**src/logic/cpu_isa_pkg.sv**
```systemverilog
package cpu_isa_pkg;

    // Register file geometry
    localparam int NUM_REGS = 32;
    localparam logic [4:0] ZERO_REG = 5'd31;  // XZR, hardwired zero

    // D-format and shared field layout, msb first
    // I-format overlays it: imm12 = {op[0], imm9, op2}, rd = rt
    typedef struct packed {
        logic [10:0] op;    // Opcode
        logic [8:0]  imm9;  // D-format address offset
        logic [1:0]  op2;
        logic [4:0]  rn;    // Base or first source
        logic [4:0]  rt;    // Target, also rd for I-format
    } instr_t;

    // D-format opcodes, full 11 bits
    // Bit 1 set means load
    localparam logic [10:0] OP_LDUR = 11'b111_1100_0010;
    localparam logic [10:0] OP_STUR = 11'b111_1100_0000;

    // I-format opcodes, 10-bit prefixes matched against op[10:1]
    // op[0] is the top bit of imm12 there
    localparam logic [9:0] OP_ADDI  = 10'b10_0100_0100;
    localparam logic [9:0] OP_ADDIS = 10'b10_1100_0100;
    localparam logic [9:0] OP_SUBI  = 10'b11_0100_0100;
    localparam logic [9:0] OP_SUBIS = 10'b11_1100_0100;
    localparam logic [9:0] OP_ANDI  = 10'b10_0100_1000;
    localparam logic [9:0] OP_ORRI  = 10'b10_1100_1000;
    localparam logic [9:0] OP_EORI  = 10'b11_0100_1000;

endpackage

```
**src/logic/cpu_control_pkg.sv**
```systemverilog
package cpu_control_pkg;

    // 33-bit control word, field order fixed, msb first
    typedef struct packed {
        logic       alu_en;      // ALU result onto data bus
        logic       alu_bs;      // ALU B from K instead of register B
        logic [4:0] alu_fs;      // ALU function select
        logic       rf_b_en;     // Register B onto data bus
        logic [4:0] rf_sa;       // Read port A address
        logic [4:0] rf_sb;       // Read port B address
        logic [4:0] rf_da;       // Write address
        logic       rf_w;        // Register write
        logic       ram_en;      // RAM access
        logic       ram_w;       // RAM write, else read onto bus
        logic       pc_en;       // PC onto data bus, exported only
        logic [1:0] pc_fs;       // PC function, exported only
        logic       pc_is;       // PC input select, exported only
        logic       status_ld;   // Load NZCV
        logic [1:0] next_state;  // Always 0, single-state ISA subset
    } control_word_t;

    // alu_fs: [4:2] function, [1] invert B and carry in, [0] invert A
    // Functions 0 and, 1 or, 2 add, 3 xor, 4 shl, 5 shr, 6/7 zero
    localparam logic [4:0] FS_AND = 5'b000_00;
    localparam logic [4:0] FS_OR  = 5'b001_00;
    localparam logic [4:0] FS_ADD = 5'b010_00;
    localparam logic [4:0] FS_SUB = 5'b010_10;  // A + ~B + 1
    localparam logic [4:0] FS_XOR = 5'b011_00;

    // Nothing enabled, nothing written, bus stays zero
    localparam control_word_t CW_NOP = '{
        alu_en:     1'b0,
        alu_bs:     1'b0,
        alu_fs:     FS_AND,
        rf_b_en:    1'b0,
        rf_sa:      cpu_isa_pkg::ZERO_REG,
        rf_sb:      cpu_isa_pkg::ZERO_REG,
        rf_da:      cpu_isa_pkg::ZERO_REG,
        rf_w:       1'b0,
        ram_en:     1'b0,
        ram_w:      1'b0,
        pc_en:      1'b0,
        pc_fs:      2'b00,
        pc_is:      1'b0,
        status_ld:  1'b0,
        next_state: 2'b00
    };

    typedef struct packed {
        logic n;  // Negative
        logic z;  // Zero
        logic c;  // Carry out
        logic v;  // Signed overflow
    } status_t;

    // Decoder result, control word plus zero-extended constant
    typedef struct packed {
        control_word_t cw;
        logic [63:0]   k;
    } decode_t;

endpackage

```
**src/logic/i_format_decoder.sv**
```systemverilog
module i_format_decoder (
    input  cpu_isa_pkg::instr_t      instr,
    output cpu_control_pkg::decode_t dec
);

    logic [4:0]  fs;       // Function for this opcode
    logic        set_flags;
    logic [11:0] imm12;

    // imm12 straddles op[0], imm9 and op2
    assign imm12 = {instr.op[0], instr.imm9, instr.op2};

    // Opcode to ALU function, flags only for the S forms
    always_comb begin
        fs        = cpu_control_pkg::FS_ADD;
        set_flags = 1'b0;
        case (instr.op[10:1])
            cpu_isa_pkg::OP_ADDI:  fs = cpu_control_pkg::FS_ADD;
            cpu_isa_pkg::OP_ADDIS: begin
                fs        = cpu_control_pkg::FS_ADD;
                set_flags = 1'b1;
            end
            cpu_isa_pkg::OP_SUBI:  fs = cpu_control_pkg::FS_SUB;
            cpu_isa_pkg::OP_SUBIS: begin
                fs        = cpu_control_pkg::FS_SUB;
                set_flags = 1'b1;
            end
            cpu_isa_pkg::OP_ANDI:  fs = cpu_control_pkg::FS_AND;
            cpu_isa_pkg::OP_ORRI:  fs = cpu_control_pkg::FS_OR;
            cpu_isa_pkg::OP_EORI:  fs = cpu_control_pkg::FS_XOR;
            default:               fs = cpu_control_pkg::FS_ADD;  // Selector drops it anyway
        endcase
    end

    always_comb begin
        dec.cw.alu_en  = 1'b1;                        // Result onto bus
        dec.cw.alu_bs  = 1'b1;                        // Second operand is K
        dec.cw.alu_fs  = fs;
        dec.cw.rf_b_en = 1'b0;
        dec.cw.rf_sa   = instr.rn;
        dec.cw.rf_sb   = cpu_isa_pkg::ZERO_REG;       // Port B unused
        dec.cw.rf_da   = instr.rt;                    // Rd shares the Rt slot
        dec.cw.rf_w    = 1'b1;
        dec.cw.ram_en  = 1'b0;
        dec.cw.ram_w   = 1'b0;

        dec.cw.pc_en      = 1'b0;
        dec.cw.pc_fs      = 2'b01;                    // PC + 4
        dec.cw.pc_is      = 1'b0;
        dec.cw.status_ld  = set_flags;
        dec.cw.next_state = 2'b00;

        dec.k = {52'b0, imm12};                       // Zero extended
    end

endmodule

```
**config.mk**
```make
export PLATFORM = sky130hd
export DESIGN_NAME = i_format_decoder
export DESIGN_NICKNAME = d
export VERILOG_FILES = /design/src/logic/cpu_isa_pkg.sv /design/src/logic/cpu_control_pkg.sv /design/src/logic/i_format_decoder.sv
export SDC_FILE = /design/constraint.sdc
export NUM_CORES = 1
export LEC_CHECK = 0
export BUFFER_PORTS_ARGS = -buffer_cell sky130_fd_sc_hd__buf_2
export CORE_MARGIN = 2
export CORE_UTILIZATION = 29
export DETAILED_ROUTE_END_ITERATION = 10
export PLACE_DENSITY = 0.84
export SLEW_MARGIN = 40
export SYNTH_ARGS = -nofsm -noshare
export SYNTH_HDL_FRONTEND = slang
export SYNTH_SLANG_ARGS = --single-unit
```
**constraint.sdc**
```tcl
create_clock -name vclk -period 2.3
set_input_delay 0.69 -clock vclk [all_inputs]
set_output_delay 0.69 -clock vclk [all_outputs]
set_load 0.1 [all_outputs]
```
==> results of run 1 <==
[power by group]
| part | total [uW] | internal [uW] | leakage [uW] | switching (uW) |
|---|---|---|---|---|
| Combinational | 528 | 13.1 | 0.000363 | 515 |
| Sequential | 0 | 0 | 0 | 0 |
| Clock | 0 | 0 | 0 | 0 |
| Total | 528 | 13.1 | 0.000363 | 515 |
[final cells by class]
class	instances	area share [%]
multi-input cells	79	63.8
repair buffers	16	28.3
well taps	30	6.58
inverters	2	1.32
[through the flow]
step           total power [uW]  TNS, ps  cell area, sq um  utilization [%]
4_1_cts                     523    -1100               564             22.4
6_report                    528    -1070               571             22.6
5_1_grt                     534    -1190               571             22.6
2_1_floorplan               784    -1440              1070                -
3_5_place_dp                520    -1410               532             21.1
3_3_place_gp                520    -1310               532             21.1
[worst max-delay path, cell delays in order]
cell    delay [ps]
buf_6           90
or4_4          540
or3_4          400
buf_12         180
[cells in the final DEF, fill, tap and decap left out, drive strengths merged]
cell type,instances
conb,71
nor3,3
buf,16
or4,1
nand4b,2
inv,2
xnor2,1
or3,1
[logic make-up after synthesis]
family	after synthesis	share of synthesized area, %
xor+xnor	1	1.12
simple gates	7	6.42
other cells	2	0.963
buf+inv	96	91.5
[timing repair]
item                                    CTS  global route
endpoints found under the setup margin    4             4
gates cloned                              0             0
setup buffers                             0             0
gates resized for setup                   9             1
endpoints found under the hold margin     0             0
pin swaps                                 2             1
[routing by layer]
| metal | up-vias | global-route usage [%] | part of all wire [%] |
|---|---|---|---|
| li1 | 141 | - | - |
| met5 | - | 0 | 0 |
| met2 | 60 | 8.16 | 59 |
| met4 | 0 | 2.04 | 4.7 |
| met3 | 6 | 2.09 | 23 |
| met1 | 149 | 2.37 | 13 |
[worst max-delay path by stage]
| stage | slack [ps] | from | to | depth (start not counted) |
|---|---|---|---|---|
| after global routing | -300 | instr[26] | dec[92] | 5 |
| after floorplan | -460 | instr[23] | dec[91] | 2 |
| after detailed placement | -470 | instr[23] | dec[93] | 4 |
| after global placement | -440 | instr[23] | dec[93] | 4 |
| final | -280 | instr[26] | dec[93] | 4 |
| after CTS | -290 | instr[26] | dec[66] | 5 |
==> results.md, run 1 <==
* Hold Path End: dec[78]
* Die Width at 55.8 microns
* First-pass GRT wire length at 1.01 mm
* Mapped Cells at 106
* Vias per inst at roughly 2.8
* Die Y-Extent at 55.8 microns
* P_leak at 0.000363 uW
* Most numerous cell in the Yosys netlist: buf_4
* Pwr dens at 925 mW/mm^2
* Largest fanout on the critical path at 2
* Syn-to-layout area delta at -26.8%
* # setup viols final at 4
* Fin crit share at 112%
* Filler cells at roughly 280
* Startpoint types: primary input
* Synth top area share at 90.5%
* Post-synth top area cell: buf_4
* Largest cells by area after synthesis: buf_4, nand4b_1, nor3_1, or4_4, xnor2_1
* DRT Pass-1 Iters at 2
* Starting Density at about 31%
* Failing checks: setup timing
* Critical path arrival at 1890 ps
* IO Port Bufs at 14
* Hpwl dp at 741 microns
* Die ar. at 0.00312 sq mm
* Kind of critical path: in2out
* Register area at 0 sq um
* Req. time, crit path at ~1600 ps
* Crit end category: output pin
* Final net count at approximately 130
* Wirelength, routed at slightly above 900 microns
* # IOs at 129
* Placer Congestion at 0.562
* Hold Path Class: in2out
* CTS hold repair buffers at 0
* Largest net degree at the start of global routing at 4
* Final Hold Viols at 0
* Syn avg cell area at 7.35 sq um
* Area of the multi-input gates at 364 sq um
* Hold Crit Depth at 0
* Post-layout minimum cycle time at between 2000 and 3000 ps
* Max Fclk at 0.387 GHz
* Synthesized area at 779 sq um
* Number of flip-flops and latches at 0
* GRT Resource Usage Total at under 10%
* Hold Crit Start: instr[4]
* Routed len/inst at 7.33 microns
* Layout cells sized above 1 at approximately 22%
* MaxCap Viol Count at 0
* Final hold slack at 1380 ps
* Drt drc at 0
* Warnings, synthesis at 0
* DRT iter0 DRCs at 8
* Outcome: complete, but fails checks
* Sequential area share after synthesis at 0%
* Setup WS post-layout at -282 ps
* # clk buffers at 0
* Synth cell count leaders: buf_4, nor3_1, conb_1, inv_1, nand4b_1
* Via count at roughly 360
* Pre-CTS WS at -467 ps
* Gr ovfl total at 0
* Post-DRT Antenna Nets at 0
* Synth unique cells at 8
* Pins Over Slew Limit at 0
* Fin cells at 127
* Antenna cells at 0
* Core region area at 0.00252 sq mm
* Vias in the first global route at 209
* Placed insts at 128
* RSZ-0062 raised after global routing: yes
* # rows at 18
* Initial antenna violation count at 0
* Peak supply drop at around 400 uV
No activity file was read; power rests on OpenSTA's default activity.
==> run 2, diff against run 1 <==
==> constraint.sdc (replaced) <==
create_clock -name vclk -period 2.3
set_input_delay 0 -clock vclk [all_inputs]
set_output_delay 0 -clock vclk [all_outputs]
set_load 0.1 [all_outputs]
==> run 2 against run 1 <==
Net effect:
- the run now ends clean
- via count decreased by 4.2%
- die area unchanged
- hold slack got worse by 1400 ps
- final cell count decreased by 1.6%
- cell area decreased by 23%
- first-iteration DRC count decreased by 25%
- global-route usage decreased by 0.87 points
- combinational power decreased by 2%
- wire length decreased by 19%
- core utilization decreased by 5.2 points
- sequential share of layout area unchanged
- worst setup slack improved by 1300 ps
- critical endpoint is now dec[66]
- largest power group unchanged
==> results.md, run 2 (synthesis gave the netlist of run 1 again) <==
* Routed len/inst at 6.02 microns
* Wirelength, routed at 753 microns
* Layout cells sized above 1 at 15.8%
* # rows at 18
* Final hold slack at 0.0439 ps
* Crit end category: output pin
* Worst path bufs/invs at 2
* Die Width at 55.8 microns
* GRT Resource Usage Total at 2.97%
* Worst path slowest cell: or4_4
* Startpoint types: primary input
* Core region area at roughly 0.0025 sq mm
* Placed Area at between 400 and 500 sq um
* Hold Path Class: in2out
* Number of flip-flops and latches at 0
* Pwr dens at between 1000 and 1500 mW/mm^2
* Vias in the first global route at about 160
* Largest fanout on the critical path at 4
* Antenna cells at 0
* Final Hold Viols at 0
* Initial antenna violation count at 0
* Area of the multi-input gates at about 330 sq um
* DRT Pass-1 Iters at 2
* MaxCap Viol Count at 0
* Design area at 440 sq um
* Fin crit share at 56.5%
* Setup repair bufs after CTS at 0
* IO Port Bufs at 14
* Syn-to-layout area delta at -43.5%
* Commonest cells after routing, fill and taps aside: conb_1, buf_2, nor3_1
* Pre-CTS WS at 974 ps
* Filler cells at 290
* # clk buffers at 0
* CTS hold repair buffers at 0
* P_leak at 0.000307 uW
* Max Fclk at 0.770 GHz
* Crit path top cell by count: buf_2
* Crit path max-delay family: simple AND/OR/NAND/NOR gates
* Outcome: complete, no violations
* DRT iter0 DRCs at 6
* Setup WS post-layout at 1000 ps
* Drt drc at 0
* Kind of critical path: in2out
* Final net count at between 100 and 150
* Hold Path End: dec[78]
* Post-DRT Antenna Nets at 0
* Vias per inst at 2.73
* Req. time, crit path at 2300 ps
* CP Cell Sequence: buf_2 -> or4_4 -> nor3_1 -> buf_2
* Placer Congestion at 0.519
* Die Y-Extent at 55.8 microns
* RSZ-0062 raised after global routing: no
* Fin cells at 125
* Critical path arrival at 1300 ps
* Placed insts at 125
* # IOs at about 130
* Register area at 0 sq um
* Peak supply drop at approximately 350 uV
* Via count at ~340
* Die ar. at 0.00312 sq mm
* Largest net degree at the start of global routing at 5
* Cts repair resizes at 0
* Crit-path max cell delay at 540 ps
* # setup viols final at 0
* Commonest non-fill, non-tap cell in the layout: conb_1
* Starting Density at about 30%
* Fin util at between 10% and 20%
* Hold Crit Start: instr[4]
* Pins Over Slew Limit at 0
* Gr ovfl total at 0
* Hold Crit Depth at 0
* Post-layout minimum cycle time at 1300 ps
* Hpwl dp at 720 microns
* First-pass GRT wire length at between 700 and 800 microns
[run 2: worst max path at each step]
stage | from | to | slack (ps) | cells past startpoint
after floorplan | instr[23] | dec[92] | -330 | 2
after global placement | instr[23] | dec[66] | 1000 | 4
after detailed placement | instr[23] | dec[66] | 970 | 4
after CTS | instr[23] | dec[66] | 970 | 4
after global routing | instr[23] | dec[66] | 910 | 4
final | instr[23] | dec[66] | 1000 | 4
[run 2: area by class of cell]
| class | instances | share of cell area (%) |
|---|---|---|
| tap | 30 | 8.52 |
| multi-input combinational | 79 | 73.9 |
| timing repair buffer | 14 | 15.9 |
| inverter | 2 | 1.70 |
[run 2: metrics by stage]
step	TNS [ps]	total power, uW
CTS	0	516
global route	0	526
floorplan	-658	781
global placement	0	516
detailed placement	0	516
finish	0	519
[run 2: where the power goes]
part / internal, uW / switching, uW
registers: 0 / 0
clock network: 0 / 0
logic: 9.02 / 510
[run 2: routing by layer]
layer	part of all wire [%]	wire, microns	GRT usage, %
met5	0	0	0
met4	5.0	38	2.72
met3	28	212	0.698
met2	52	388	6.12
met1	15	114	2.08
