[src/logic/cpu_isa_pkg.sv]
package cpu_isa_pkg;

    // Register file geometry
    localparam int NUM_REGS = 32;
    localparam logic [4:0] ZERO_REG = 5'd31;  // XZR, hardwired zero

    // D-format and shared field layout, msb first
    // I-format overlays it: imm12 = {op[0], imm9, op2}, rd = rt
    typedef struct packed {
        logic [10:0] op;    // Opcode
        logic [8:0]  imm9;  // D-format address offset
        logic [1:0]  op2;
        logic [4:0]  rn;    // Base or first source
        logic [4:0]  rt;    // Target, also rd for I-format
    } instr_t;

    // D-format opcodes, full 11 bits
    // Bit 1 set means load
    localparam logic [10:0] OP_LDUR = 11'b111_1100_0010;
    localparam logic [10:0] OP_STUR = 11'b111_1100_0000;

    // I-format opcodes, 10-bit prefixes matched against op[10:1]
    // op[0] is the top bit of imm12 there
    localparam logic [9:0] OP_ADDI  = 10'b10_0100_0100;
    localparam logic [9:0] OP_ADDIS = 10'b10_1100_0100;
    localparam logic [9:0] OP_SUBI  = 10'b11_0100_0100;
    localparam logic [9:0] OP_SUBIS = 10'b11_1100_0100;
    localparam logic [9:0] OP_ANDI  = 10'b10_0100_1000;
    localparam logic [9:0] OP_ORRI  = 10'b10_1100_1000;
    localparam logic [9:0] OP_EORI  = 10'b11_0100_1000;

endpackage

[src/logic/cpu_control_pkg.sv]
package cpu_control_pkg;

    // 33-bit control word, field order fixed, msb first
    typedef struct packed {
        logic       alu_en;      // ALU result onto data bus
        logic       alu_bs;      // ALU B from K instead of register B
        logic [4:0] alu_fs;      // ALU function select
        logic       rf_b_en;     // Register B onto data bus
        logic [4:0] rf_sa;       // Read port A address
        logic [4:0] rf_sb;       // Read port B address
        logic [4:0] rf_da;       // Write address
        logic       rf_w;        // Register write
        logic       ram_en;      // RAM access
        logic       ram_w;       // RAM write, else read onto bus
        logic       pc_en;       // PC onto data bus, exported only
        logic [1:0] pc_fs;       // PC function, exported only
        logic       pc_is;       // PC input select, exported only
        logic       status_ld;   // Load NZCV
        logic [1:0] next_state;  // Always 0, single-state ISA subset
    } control_word_t;

    // alu_fs: [4:2] function, [1] invert B and carry in, [0] invert A
    // Functions 0 and, 1 or, 2 add, 3 xor, 4 shl, 5 shr, 6/7 zero
    localparam logic [4:0] FS_AND = 5'b000_00;
    localparam logic [4:0] FS_OR  = 5'b001_00;
    localparam logic [4:0] FS_ADD = 5'b010_00;
    localparam logic [4:0] FS_SUB = 5'b010_10;  // A + ~B + 1
    localparam logic [4:0] FS_XOR = 5'b011_00;

    // Nothing enabled, nothing written, bus stays zero
    localparam control_word_t CW_NOP = '{
        alu_en:     1'b0,
        alu_bs:     1'b0,
        alu_fs:     FS_AND,
        rf_b_en:    1'b0,
        rf_sa:      cpu_isa_pkg::ZERO_REG,
        rf_sb:      cpu_isa_pkg::ZERO_REG,
        rf_da:      cpu_isa_pkg::ZERO_REG,
        rf_w:       1'b0,
        ram_en:     1'b0,
        ram_w:      1'b0,
        pc_en:      1'b0,
        pc_fs:      2'b00,
        pc_is:      1'b0,
        status_ld:  1'b0,
        next_state: 2'b00
    };

    typedef struct packed {
        logic n;  // Negative
        logic z;  // Zero
        logic c;  // Carry out
        logic v;  // Signed overflow
    } status_t;

    // Decoder result, control word plus zero-extended constant
    typedef struct packed {
        control_word_t cw;
        logic [63:0]   k;
    } decode_t;

endpackage

[src/logic/control_word_select.sv]
module control_word_select (
    input  cpu_isa_pkg::instr_t      instr,
    input  cpu_control_pkg::decode_t d_dec,
    input  cpu_control_pkg::decode_t i_dec,
    output cpu_control_pkg::decode_t dec,
    output logic                     illegal
);

    logic is_d;  // LDUR or STUR
    logic is_i;  // One of the seven immediate ops

    // D-format needs the whole 11-bit opcode
    assign is_d = (instr.op == cpu_isa_pkg::OP_LDUR) ||
                  (instr.op == cpu_isa_pkg::OP_STUR);

    // I-format only owns the upper 10 bits
    assign is_i = instr.op[10:1] inside {
        cpu_isa_pkg::OP_ADDI,
        cpu_isa_pkg::OP_ADDIS,
        cpu_isa_pkg::OP_SUBI,
        cpu_isa_pkg::OP_SUBIS,
        cpu_isa_pkg::OP_ANDI,
        cpu_isa_pkg::OP_ORRI,
        cpu_isa_pkg::OP_EORI
    };

    always_comb begin
        if (is_d) begin
            dec     = d_dec;
            illegal = 1'b0;
        end else if (is_i) begin
            dec     = i_dec;
            illegal = 1'b0;
        end else begin
            // Unknown op, fully disabled word and no constant
            dec.cw  = cpu_control_pkg::CW_NOP;
            dec.k   = '0;
            illegal = 1'b1;
        end
    end

endmodule

[config.mk]
export PLATFORM = sky130hd
export DESIGN_NAME = control_word_select
export DESIGN_NICKNAME = d
export VERILOG_FILES = /design/src/logic/cpu_isa_pkg.sv /design/src/logic/cpu_control_pkg.sv /design/src/logic/control_word_select.sv
export SDC_FILE = /design/constraint.sdc
export NUM_CORES = 1
export LEC_CHECK = 0
export BUFFER_PORTS_ARGS = -buffer_cell sky130_fd_sc_hd__buf_2
export CAP_MARGIN = 20
export CELL_PAD_IN_SITES_DETAIL_PLACEMENT = 1
export CELL_PAD_IN_SITES_GLOBAL_PLACEMENT = 1
export CORE_AREA = 2 2 127 129
export DETAILED_ROUTE_END_ITERATION = 8
export DIE_AREA = 0 0 129 131
export GPL_TIMING_DRIVEN = 0
export PLACE_DENSITY = 0.81
export SYNTH_ARGS = -nofsm -noshare
export SYNTH_HDL_FRONTEND = slang
export SYNTH_SLANG_ARGS = --single-unit
[constraint.sdc]
create_clock -name vclk -period 2.2
set_input_delay 0.11 -clock vclk [all_inputs]
set_output_delay 0.11 -clock vclk [all_outputs]
set_load 0.01 [all_outputs]
==> impl_results.html, run 1 <==
<table>
<tr><th>Metric</th><th>Value</th></tr>
<tr><th colspan="2">Placed design</th></tr>
<tr><td>Placed cell area</td><td>about 3600 sq um</td></tr>
<tr><td>RePlAce Congestion</td><td>0.783</td></tr>
<tr><td>Hpwl dp</td><td>about 11000 um</td></tr>
<tr><td>Worst slack at placement</td><td>0.237 ns</td></tr>
<tr><td>Count of input and output buffers</td><td>between 300 and 400</td></tr>
<tr><th colspan="2">Pwr</th></tr>
<tr><td>Static leakage power</td><td>1.58 nW</td></tr>
<tr><td>Clock network fraction of total power</td><td>0%</td></tr>
<tr><td>Psw</td><td>198 uW</td></tr>
<tr><td>Worst-case vdd ir drop</td><td>0.0000432 V</td></tr>
<tr><td>Proportion of power drawn by combinational gates</td><td>100.0%</td></tr>
<tr><td>Total power consumption of the routed design</td><td>371 uW</td></tr>
<tr><td>Seq pwr share</td><td>0%</td></tr>
<tr><td>Internal Power</td><td>172 uW</td></tr>
<tr><td>Fraction of power spent switching nets</td><td>53.5%</td></tr>
<tr><td>Total power per unit cell area</td><td>between 100 and 150 nW/um^2</td></tr>
<tr><th colspan="2">Synth</th></tr>
<tr><td>Total standard cell area after synthesis</td><td>about 1800 sq um</td></tr>
<tr><td>Post-Syn Area per Cell</td><td>5.29 sq um</td></tr>
<tr><td>Leading cell type by number of instances after synthesis</td><td>nand2_1</td></tr>
<tr><td>Ranking of synthesized cells by area</td><td>o22ai_1, nand3_1, nand2_1, o32a_1, buf_2</td></tr>
<tr><td>Post-synthesis cell type count</td><td>18</td></tr>
<tr><td>Gate count of the mapped netlist</td><td>339</td></tr>
<tr><td>Net Count, Synth</td><td>around 570</td></tr>
<tr><td>Fraction of post-synthesis cell area in the top cell type by area</td><td>28.6%</td></tr>
<tr><td>Count of warnings emitted by yosys</td><td>0</td></tr>
<tr><td>Sequential cell area fraction in the yosys report</td><td>0%</td></tr>
<tr><td>Area leader, netlist</td><td>o22ai_1</td></tr>
<tr><td>Most frequent cells after synthesis</td><td>nand2_1, nand3_1, o22ai_1, clkbuf_1, buf_2</td></tr>
<tr><th colspan="2">Cells and area</th></tr>
<tr><td>Final standard cell area without fillers</td><td>between 3000 and 4000 sq um</td></tr>
<tr><td>Area added between synthesis and finish</td><td>99.6%</td></tr>
<tr><td>Proportion of layout cells with a drive suffix above 1</td><td>51.4%</td></tr>
<tr><td>Core occupancy in the finished layout</td><td>23.0%</td></tr>
<tr><td>Clkbuf count</td><td>0</td></tr>
<tr><td>Sequential cell area in the final layout</td><td>0 sq um</td></tr>
<tr><td>Sequential cells</td><td>0</td></tr>
<tr><td>Nets</td><td>870</td></tr>
<tr><td>Number of diodes added for antenna fixing</td><td>0</td></tr>
<tr><td>Fill cells</td><td>2105</td></tr>
<tr><th colspan="2">Hold path</th></tr>
<tr><td>HP Start</td><td>d_dec[85]</td></tr>
<tr><td>Type of the tightest min-delay check</td><td>in2out</td></tr>
<tr><td>Cells on Worst Hold Path</td><td>3</td></tr>
<tr><td>Endpoint of the worst hold-timing path</td><td>dec[85]</td></tr>
<tr><th colspan="2">Worst setup path</th></tr>
<tr><td>Startpoint types</td><td>input pin</td></tr>
<tr><td>Data arrival, critical path</td><td>1.76 ns</td></tr>
<tr><td>Endpoint type of the worst setup path</td><td>output pin</td></tr>
<tr><td>Largest driver fanout on the critical path</td><td>10</td></tr>
<tr><td>CP required</td><td>2.09 ns</td></tr>
<tr><td>Setup CP Type</td><td>in2out</td></tr>
<tr><th colspan="2">STA</th></tr>
<tr><td>Maximum clock frequency</td><td>~540 MHz</td></tr>
<tr><td>Share of the clock period used by the worst path after layout</td><td>between 80% and 90%</td></tr>
<tr><td>Final total negative setup slack</td><td>0 ns</td></tr>
<tr><td>Number of hold-slack violations in the final timing report</td><td>0</td></tr>
<tr><td>Least setup slack across all paths after layout</td><td>0.333 ns</td></tr>
<tr><td># setup viols final</td><td>0</td></tr>
<tr><td>Final max-slew violation count</td><td>0</td></tr>
<tr><td>Slew at the pin closest to its max-slew limit</td><td>0.568 ns</td></tr>
<tr><td>Worst rel slew slack</td><td>slightly above 60%</td></tr>
<tr><td>RSZ-0062 raised after global routing</td><td>no</td></tr>
<tr><td>Fin crit period</td><td>1.87 ns</td></tr>
<tr><th colspan="2">Die</th></tr>
<tr><td>Full die area</td><td>roughly 17000 sq um</td></tr>
<tr><td>Die span in x</td><td>roughly 130 um</td></tr>
<tr><td>Die height</td><td>131 um</td></tr>
<tr><td>Placeable core region</td><td>roughly 16000 sq um</td></tr>
<tr><td>Ports</td><td>324</td></tr>
<tr><td>Initial cell density of the core</td><td>11.5%</td></tr>
<tr><td>Site row count</td><td>46</td></tr>
<tr><th colspan="2">Drt</th></tr>
<tr><td>DRC</td><td>0</td></tr>
<tr><td>Average vias per placed instance</td><td>roughly 4.6</td></tr>
<tr><td>Drt first pass iters</td><td>4</td></tr>
<tr><td>Vias</td><td>3957</td></tr>
<tr><td>Total detailed-routing wirelength</td><td>13900 um</td></tr>
<tr><td>First DRT Iteration DRCs</td><td>110</td></tr>
<tr><td>Wire per inst</td><td>16.2 um</td></tr>
<tr><td>Post-detailed-route count of antenna-violating nets</td><td>0</td></tr>
<tr><th colspan="2">Global route</th></tr>
<tr><td>Number of antenna violations at the first check in global routing</td><td>0</td></tr>
<tr><td>Global route total overflow</td><td>0</td></tr>
<tr><td>Wire length of the first global-routing pass</td><td>between 15000 and 20000 um</td></tr>
<tr><td>Via count of the first global-routing pass</td><td>3882</td></tr>
<tr><td>Largest net degree at the start of global routing</td><td>11</td></tr>
<tr><td>Overall global routing resource usage</td><td>around 14%</td></tr>
<tr><th colspan="2">Outcome</th></tr>
<tr><td>Outcome</td><td>finished, final reports clean</td></tr>
<tr><th colspan="2">Clocking</th></tr>
<tr><td>Buffers inserted by post-CTS timing repair</td><td>0</td></tr>
<tr><td>Number of hold buffers added after cts</td><td>0</td></tr>
<tr><td>Post-CTS sizing</td><td>0</td></tr>
<tr><th colspan="2">Job</th></tr>
<tr><td>Max-cap violations</td><td>0</td></tr>
</table>
## logic make-up (layout without fill, tap and decap cells)
logic type	after synthesis	in the layout	synth area share, %
AND/OR/NAND/NOR	189	189	49.7
AO/OA/AOI/OAI	99	99	37.9
buffers and inverters	51	354	12.4
## cell type report
cell class         instances  area, sq um  area share, %
plain buffers             51          223           6.22
multi-input cells        288         1570           43.9
well taps                216          270           7.55
repair buffers           303         1520           42.3
## per-stage QoR
step | hold slack (ns) | cells
2_1_floorplan | 0.359 | 339
3_3_place_gp | 0.546 | 858
3_5_place_dp | 0.549 | 858
4_1_cts | 0.549 | 858
5_1_grt | 0.566 | 858
6_report | 0.548 | 858
## routing by layer
layer	up-vias	track usage [%]	part of all wire (%)	wire [um]
met4	0	1.60	1.2	166
met1	1852	16.6	41	5670
met2	200	29.0	51	7020
li1	1893	-	-	-
met5	-	0	0	0
met3	12	2.12	7.4	1030
## layout by cell type, fill, tap and decap left out, types with 2 or more instances in the layout
cell	instances
buf_2	325
nand2_1	84
nand3_1	82
o22ai_1	82
clkbuf_1	24
or3_1	15
o32a_1	15
buf_1	4
nor2b_1	2
## power groups by stage
stage / registers, mW / logic (mW) / clock network (mW)
after floorplan: 0 / 0.127 / 0
after global placement: 0 / 0.366 / 0
after detailed placement: 0 / 0.373 / 0
after CTS: 0 / 0.374 / 0
after global routing: 0 / 0.408 / 0
final: 0 / 0.371 / 0
## how the worst max path moves through the flow
stage | from | endpoint | slack, ns | cells after the start
CTS | instr[25] | dec[32] | 0.24 | 7
global placement | instr[25] | dec[33] | 0.28 | 7
floorplan | instr[26] | dec[13] | 0.98 | 5
detailed placement | instr[25] | dec[32] | 0.24 | 7
global route | instr[25] | dec[32] | 0.17 | 7
finish | instr[25] | dec[32] | 0.33 | 7
## critical path, cell delays in order
cell	delay, ns
buf_2	0.12
nor2b_1	0.13
a21oi_2	0.46
buf_2	0.38
buf_2	0.28
o22ai_1	0.13
buf_2	0.15
Power figures use the tool's default switching activity.
==> inputs of run 2 (changes only) <==
==> constraint.sdc (replaced) <==
create_clock -name vclk -period 1.9
set_input_delay 0.095 -clock vclk [all_inputs]
set_output_delay 0.095 -clock vclk [all_outputs]
set_load 0.01 [all_outputs]
==> run 2 against run 1 <==
  * First-iteration DRC count rose by 4.5%
  * Cell count did not move
  * Largest power group unchanged
  * Critical path depth did not move
  * Non-clock buffer count did not move
  * Die area did not move
  * Critical path type unchanged
  * Critical endpoint is now dec[73]
  * Flip-flop and latch count did not move
  * Design area rose by 0.42%
  * Hold slack got worse by 0.030 ns
  * Core utilization rose by 0.096 points
  * Routed wire length fell by 0.29%
  * Highest routed layer unchanged
==> impl_results.html, run 2 (synthesis gave the netlist of run 1 again) <==
<table>
<tr><th>Metric</th><th>Value</th></tr>
<tr><th colspan="2">Die</th></tr>
<tr><td>Ports</td><td>324 (unchanged)</td></tr>
<tr><td>Die span in x</td><td>129 um (unchanged)</td></tr>
<tr><td>Placeable core region</td><td>15600 sq um (unchanged)</td></tr>
<tr><td>Full die area</td><td>16900 sq um (unchanged)</td></tr>
<tr><td>Initial cell density of the core</td><td>11.5% (unchanged)</td></tr>
<tr><td>Site row count</td><td>46 (unchanged)</td></tr>
<tr><td>Die height</td><td>131 um (unchanged)</td></tr>
<tr><th colspan="2">STA</th></tr>
<tr><td>Final total negative setup slack</td><td>0 ns (unchanged)</td></tr>
<tr><td>Least setup slack across all paths after layout</td><td>0.165 ns (-0.169 ns)</td></tr>
<tr><td>RSZ-0062 raised after global routing</td><td>no</td></tr>
<tr><td>Worst rel slew slack</td><td>61.1% (-1.1 points)</td></tr>
<tr><td>Fin crit period</td><td>1.74 ns</td></tr>
<tr><td># setup viols final</td><td>0 (unchanged)</td></tr>
<tr><td>Final max-slew violation count</td><td>0 (unchanged)</td></tr>
<tr><td>Maximum clock frequency</td><td>576 MHz</td></tr>
<tr><td>Share of the clock period used by the worst path after layout</td><td>91.3%</td></tr>
<tr><td>Number of hold-slack violations in the final timing report</td><td>0 (unchanged)</td></tr>
<tr><td>Slew at the pin closest to its max-slew limit</td><td>0.584 ns (+0.0159 ns)</td></tr>
<tr><th colspan="2">Worst setup path</th></tr>
<tr><td>Startpoint types</td><td>input pin</td></tr>
<tr><td>Data arrival, critical path</td><td>1.64 ns (-0.12 ns)</td></tr>
<tr><td>Logic depth of the worst path, buffers included</td><td>7 (unchanged)</td></tr>
<tr><td>Cell type group with the largest total delay on the critical path</td><td>buffers and inverters</td></tr>
<tr><td>Setup CP Type</td><td>in2out</td></tr>
<tr><td>CP required</td><td>1.80 ns (-0.29 ns)</td></tr>
<tr><td>Ordered list of cells on the worst path</td><td>buf_2 -&gt; nor2_1 -&gt; buf_2 -&gt; clkbuf_1 -&gt; nand3_1 -&gt; o22ai_1 -&gt; buf_2</td></tr>
<tr><td>Endpoint type of the worst setup path</td><td>output pin</td></tr>
<tr><td>Number of buffers and inverters on the critical path</td><td>4 (unchanged)</td></tr>
<tr><td>Worst setup startpoint</td><td>instr[22]</td></tr>
<tr><td>Critical Path Most Common Cell</td><td>buf_2</td></tr>
<tr><td>Crit path largest cell delay</td><td>0.43 ns (-0.03 ns)</td></tr>
<tr><td>Critical Path Slowest Stage Cell</td><td>clkbuf_1</td></tr>
<tr><td>Largest driver fanout on the critical path</td><td>10 (unchanged)</td></tr>
<tr><th colspan="2">Hold path</th></tr>
<tr><td>Cells on Worst Hold Path</td><td>3 (unchanged)</td></tr>
<tr><td>Endpoint of the worst hold-timing path</td><td>dec[85]</td></tr>
<tr><td>Type of the tightest min-delay check</td><td>in2out</td></tr>
<tr><td>HP Start</td><td>d_dec[85]</td></tr>
<tr><th colspan="2">Placed design</th></tr>
<tr><td>Post-placement cell count</td><td>858 (unchanged)</td></tr>
<tr><td>RePlAce Congestion</td><td>0.783 (unchanged)</td></tr>
<tr><td>Hpwl dp</td><td>11300 um (unchanged)</td></tr>
<tr><td>Count of input and output buffers</td><td>303 (unchanged)</td></tr>
<tr><td>Placed cell area</td><td>3580 sq um (unchanged)</td></tr>
<tr><td>Worst slack at placement</td><td>-0.0330 ns (-0.270 ns)</td></tr>
<tr><th colspan="2">Cells and area</th></tr>
<tr><td>Fill cells</td><td>2103 (-0.095%)</td></tr>
<tr><td>Number of diodes added for antenna fixing</td><td>0 (unchanged)</td></tr>
<tr><td>Clkbuf count</td><td>0 (unchanged)</td></tr>
<tr><td>Commonest non-fill, non-tap cell in the layout</td><td>buf_2</td></tr>
<tr><td>Commonest non-fill, non-tap cells in the layout</td><td>buf_2, nand2_1, nand3_1, o22ai_1, clkbuf_1</td></tr>
<tr><td>Nets</td><td>870 (unchanged)</td></tr>
<tr><td>Area added between synthesis and finish</td><td>100%</td></tr>
<tr><td>Proportion of layout cells with a drive suffix above 1</td><td>51.4% (unchanged)</td></tr>
<tr><td>Sequential cell area in the final layout</td><td>0 sq um (unchanged)</td></tr>
<tr><td>Non-filler instance count after layout</td><td>858 (unchanged)</td></tr>
<tr><td>Final standard cell area without fillers</td><td>3600 sq um (+0.42%)</td></tr>
<tr><td>Sequential cells</td><td>0 (unchanged)</td></tr>
<tr><th colspan="2">Drt</th></tr>
<tr><td>Post-detailed-route count of antenna-violating nets</td><td>0 (unchanged)</td></tr>
<tr><td>Vias</td><td>3945 (-0.30%)</td></tr>
<tr><td>Total detailed-routing wirelength</td><td>13900 um (-0.29%)</td></tr>
<tr><td>First DRT Iteration DRCs</td><td>115 (+4.5%)</td></tr>
<tr><td>Drt first pass iters</td><td>4 (unchanged)</td></tr>
<tr><td>Average vias per placed instance</td><td>4.60 (-0.30%)</td></tr>
<tr><td>Wire per inst</td><td>16.1 um (-0.29%)</td></tr>
<tr><td>DRC</td><td>0 (unchanged)</td></tr>
<tr><th colspan="2">Pwr</th></tr>
<tr><td>Static leakage power</td><td>1.58 nW (+0.12%)</td></tr>
<tr><td>Worst-case vdd ir drop</td><td>0.0000502 V (+16%)</td></tr>
<tr><td>Total power per unit cell area</td><td>120 nW/um^2 (+16%)</td></tr>
<tr><th colspan="2">Clocking</th></tr>
<tr><td>Buffers inserted by post-CTS timing repair</td><td>0 (unchanged)</td></tr>
<tr><th colspan="2">Global route</th></tr>
<tr><td>Global route total overflow</td><td>0 (unchanged)</td></tr>
<tr><td>Largest net degree at the start of global routing</td><td>11 (unchanged)</td></tr>
<tr><td>Number of antenna violations at the first check in global routing</td><td>0 (unchanged)</td></tr>
<tr><td>Wire length of the first global-routing pass</td><td>19800 um (+0.21%)</td></tr>
<tr><td>Overall global routing resource usage</td><td>14.5% (+0.026 points)</td></tr>
<tr><td>Via count of the first global-routing pass</td><td>3891 (+0.23%)</td></tr>
<tr><th colspan="2">Job</th></tr>
<tr><td>Max-cap violations</td><td>0 (unchanged)</td></tr>
<tr><th colspan="2">Outcome</th></tr>
<tr><td>Outcome</td><td>finished, final reports clean</td></tr>
</table>
run 2: changes by cell type in the layout (fill, tap and decap cells not counted):
| cell | before | now |
|---|---|---|
| a21oi_4 | 0 | 1 |
| nand3_2 | 1 | 0 |
| nand3_4 | 0 | 1 |
| a21oi_2 | 1 | 0 |
run 2: timing repair:
item / in CTS / in global routing
hold buffers: 0 / 0
resized for setup: 1 / 1
setup endpoints to repair: 15 / 1
run 2: area by class of cell:
cell class	count	area (sq um)	area share, %
Multi-Input combinational cell	288	1590	44.1
Tap cell	216	270	7.52
Timing Repair Buffer	303	1520	42.2
Buffer	51	223	6.19
run 2: worst max-delay path by stage:
| stage | end | slack, ns |
|---|---|---|
| finish | dec[73] | 0.16 |
| global route | dec[64] | 0.05 |
| CTS | dec[91] | 0.11 |
| detailed placement | dec[32] | -0.03 |
| global placement | dec[33] | 0.009 |
| floorplan | dec[13] | 0.71 |
run 2: power breakdown:
part	total [mW]	leakage [nW]	switching (mW)	internal (mW)
registers	0	0	0	0
clock network	0	0	0	0
logic	0.433	1.58	0.232	0.201
run 2: metrics by stage:
step / total power, mW / hold WS (ns) / util [%]
after floorplan: 0.147 / 0.329 / -
after global placement: 0.424 / 0.516 / 23.0
after detailed placement: 0.432 / 0.519 / 23.0
after CTS: 0.435 / 0.519 / 23.0
after global routing: 0.476 / 0.536 / 23.1
final: 0.433 / 0.518 / 23.1
run 2: per-layer routing:
metal | wire length (um) | global-route usage [%] | up-vias
li1 | - | - | 1893
met1 | 5640 | 16.7 | 1850
met2 | 7050 | 29.0 | 192
met3 | 1010 | 2.12 | 10
met4 | 143 | 1.60 | 0
met5 | 0 | 0 | -
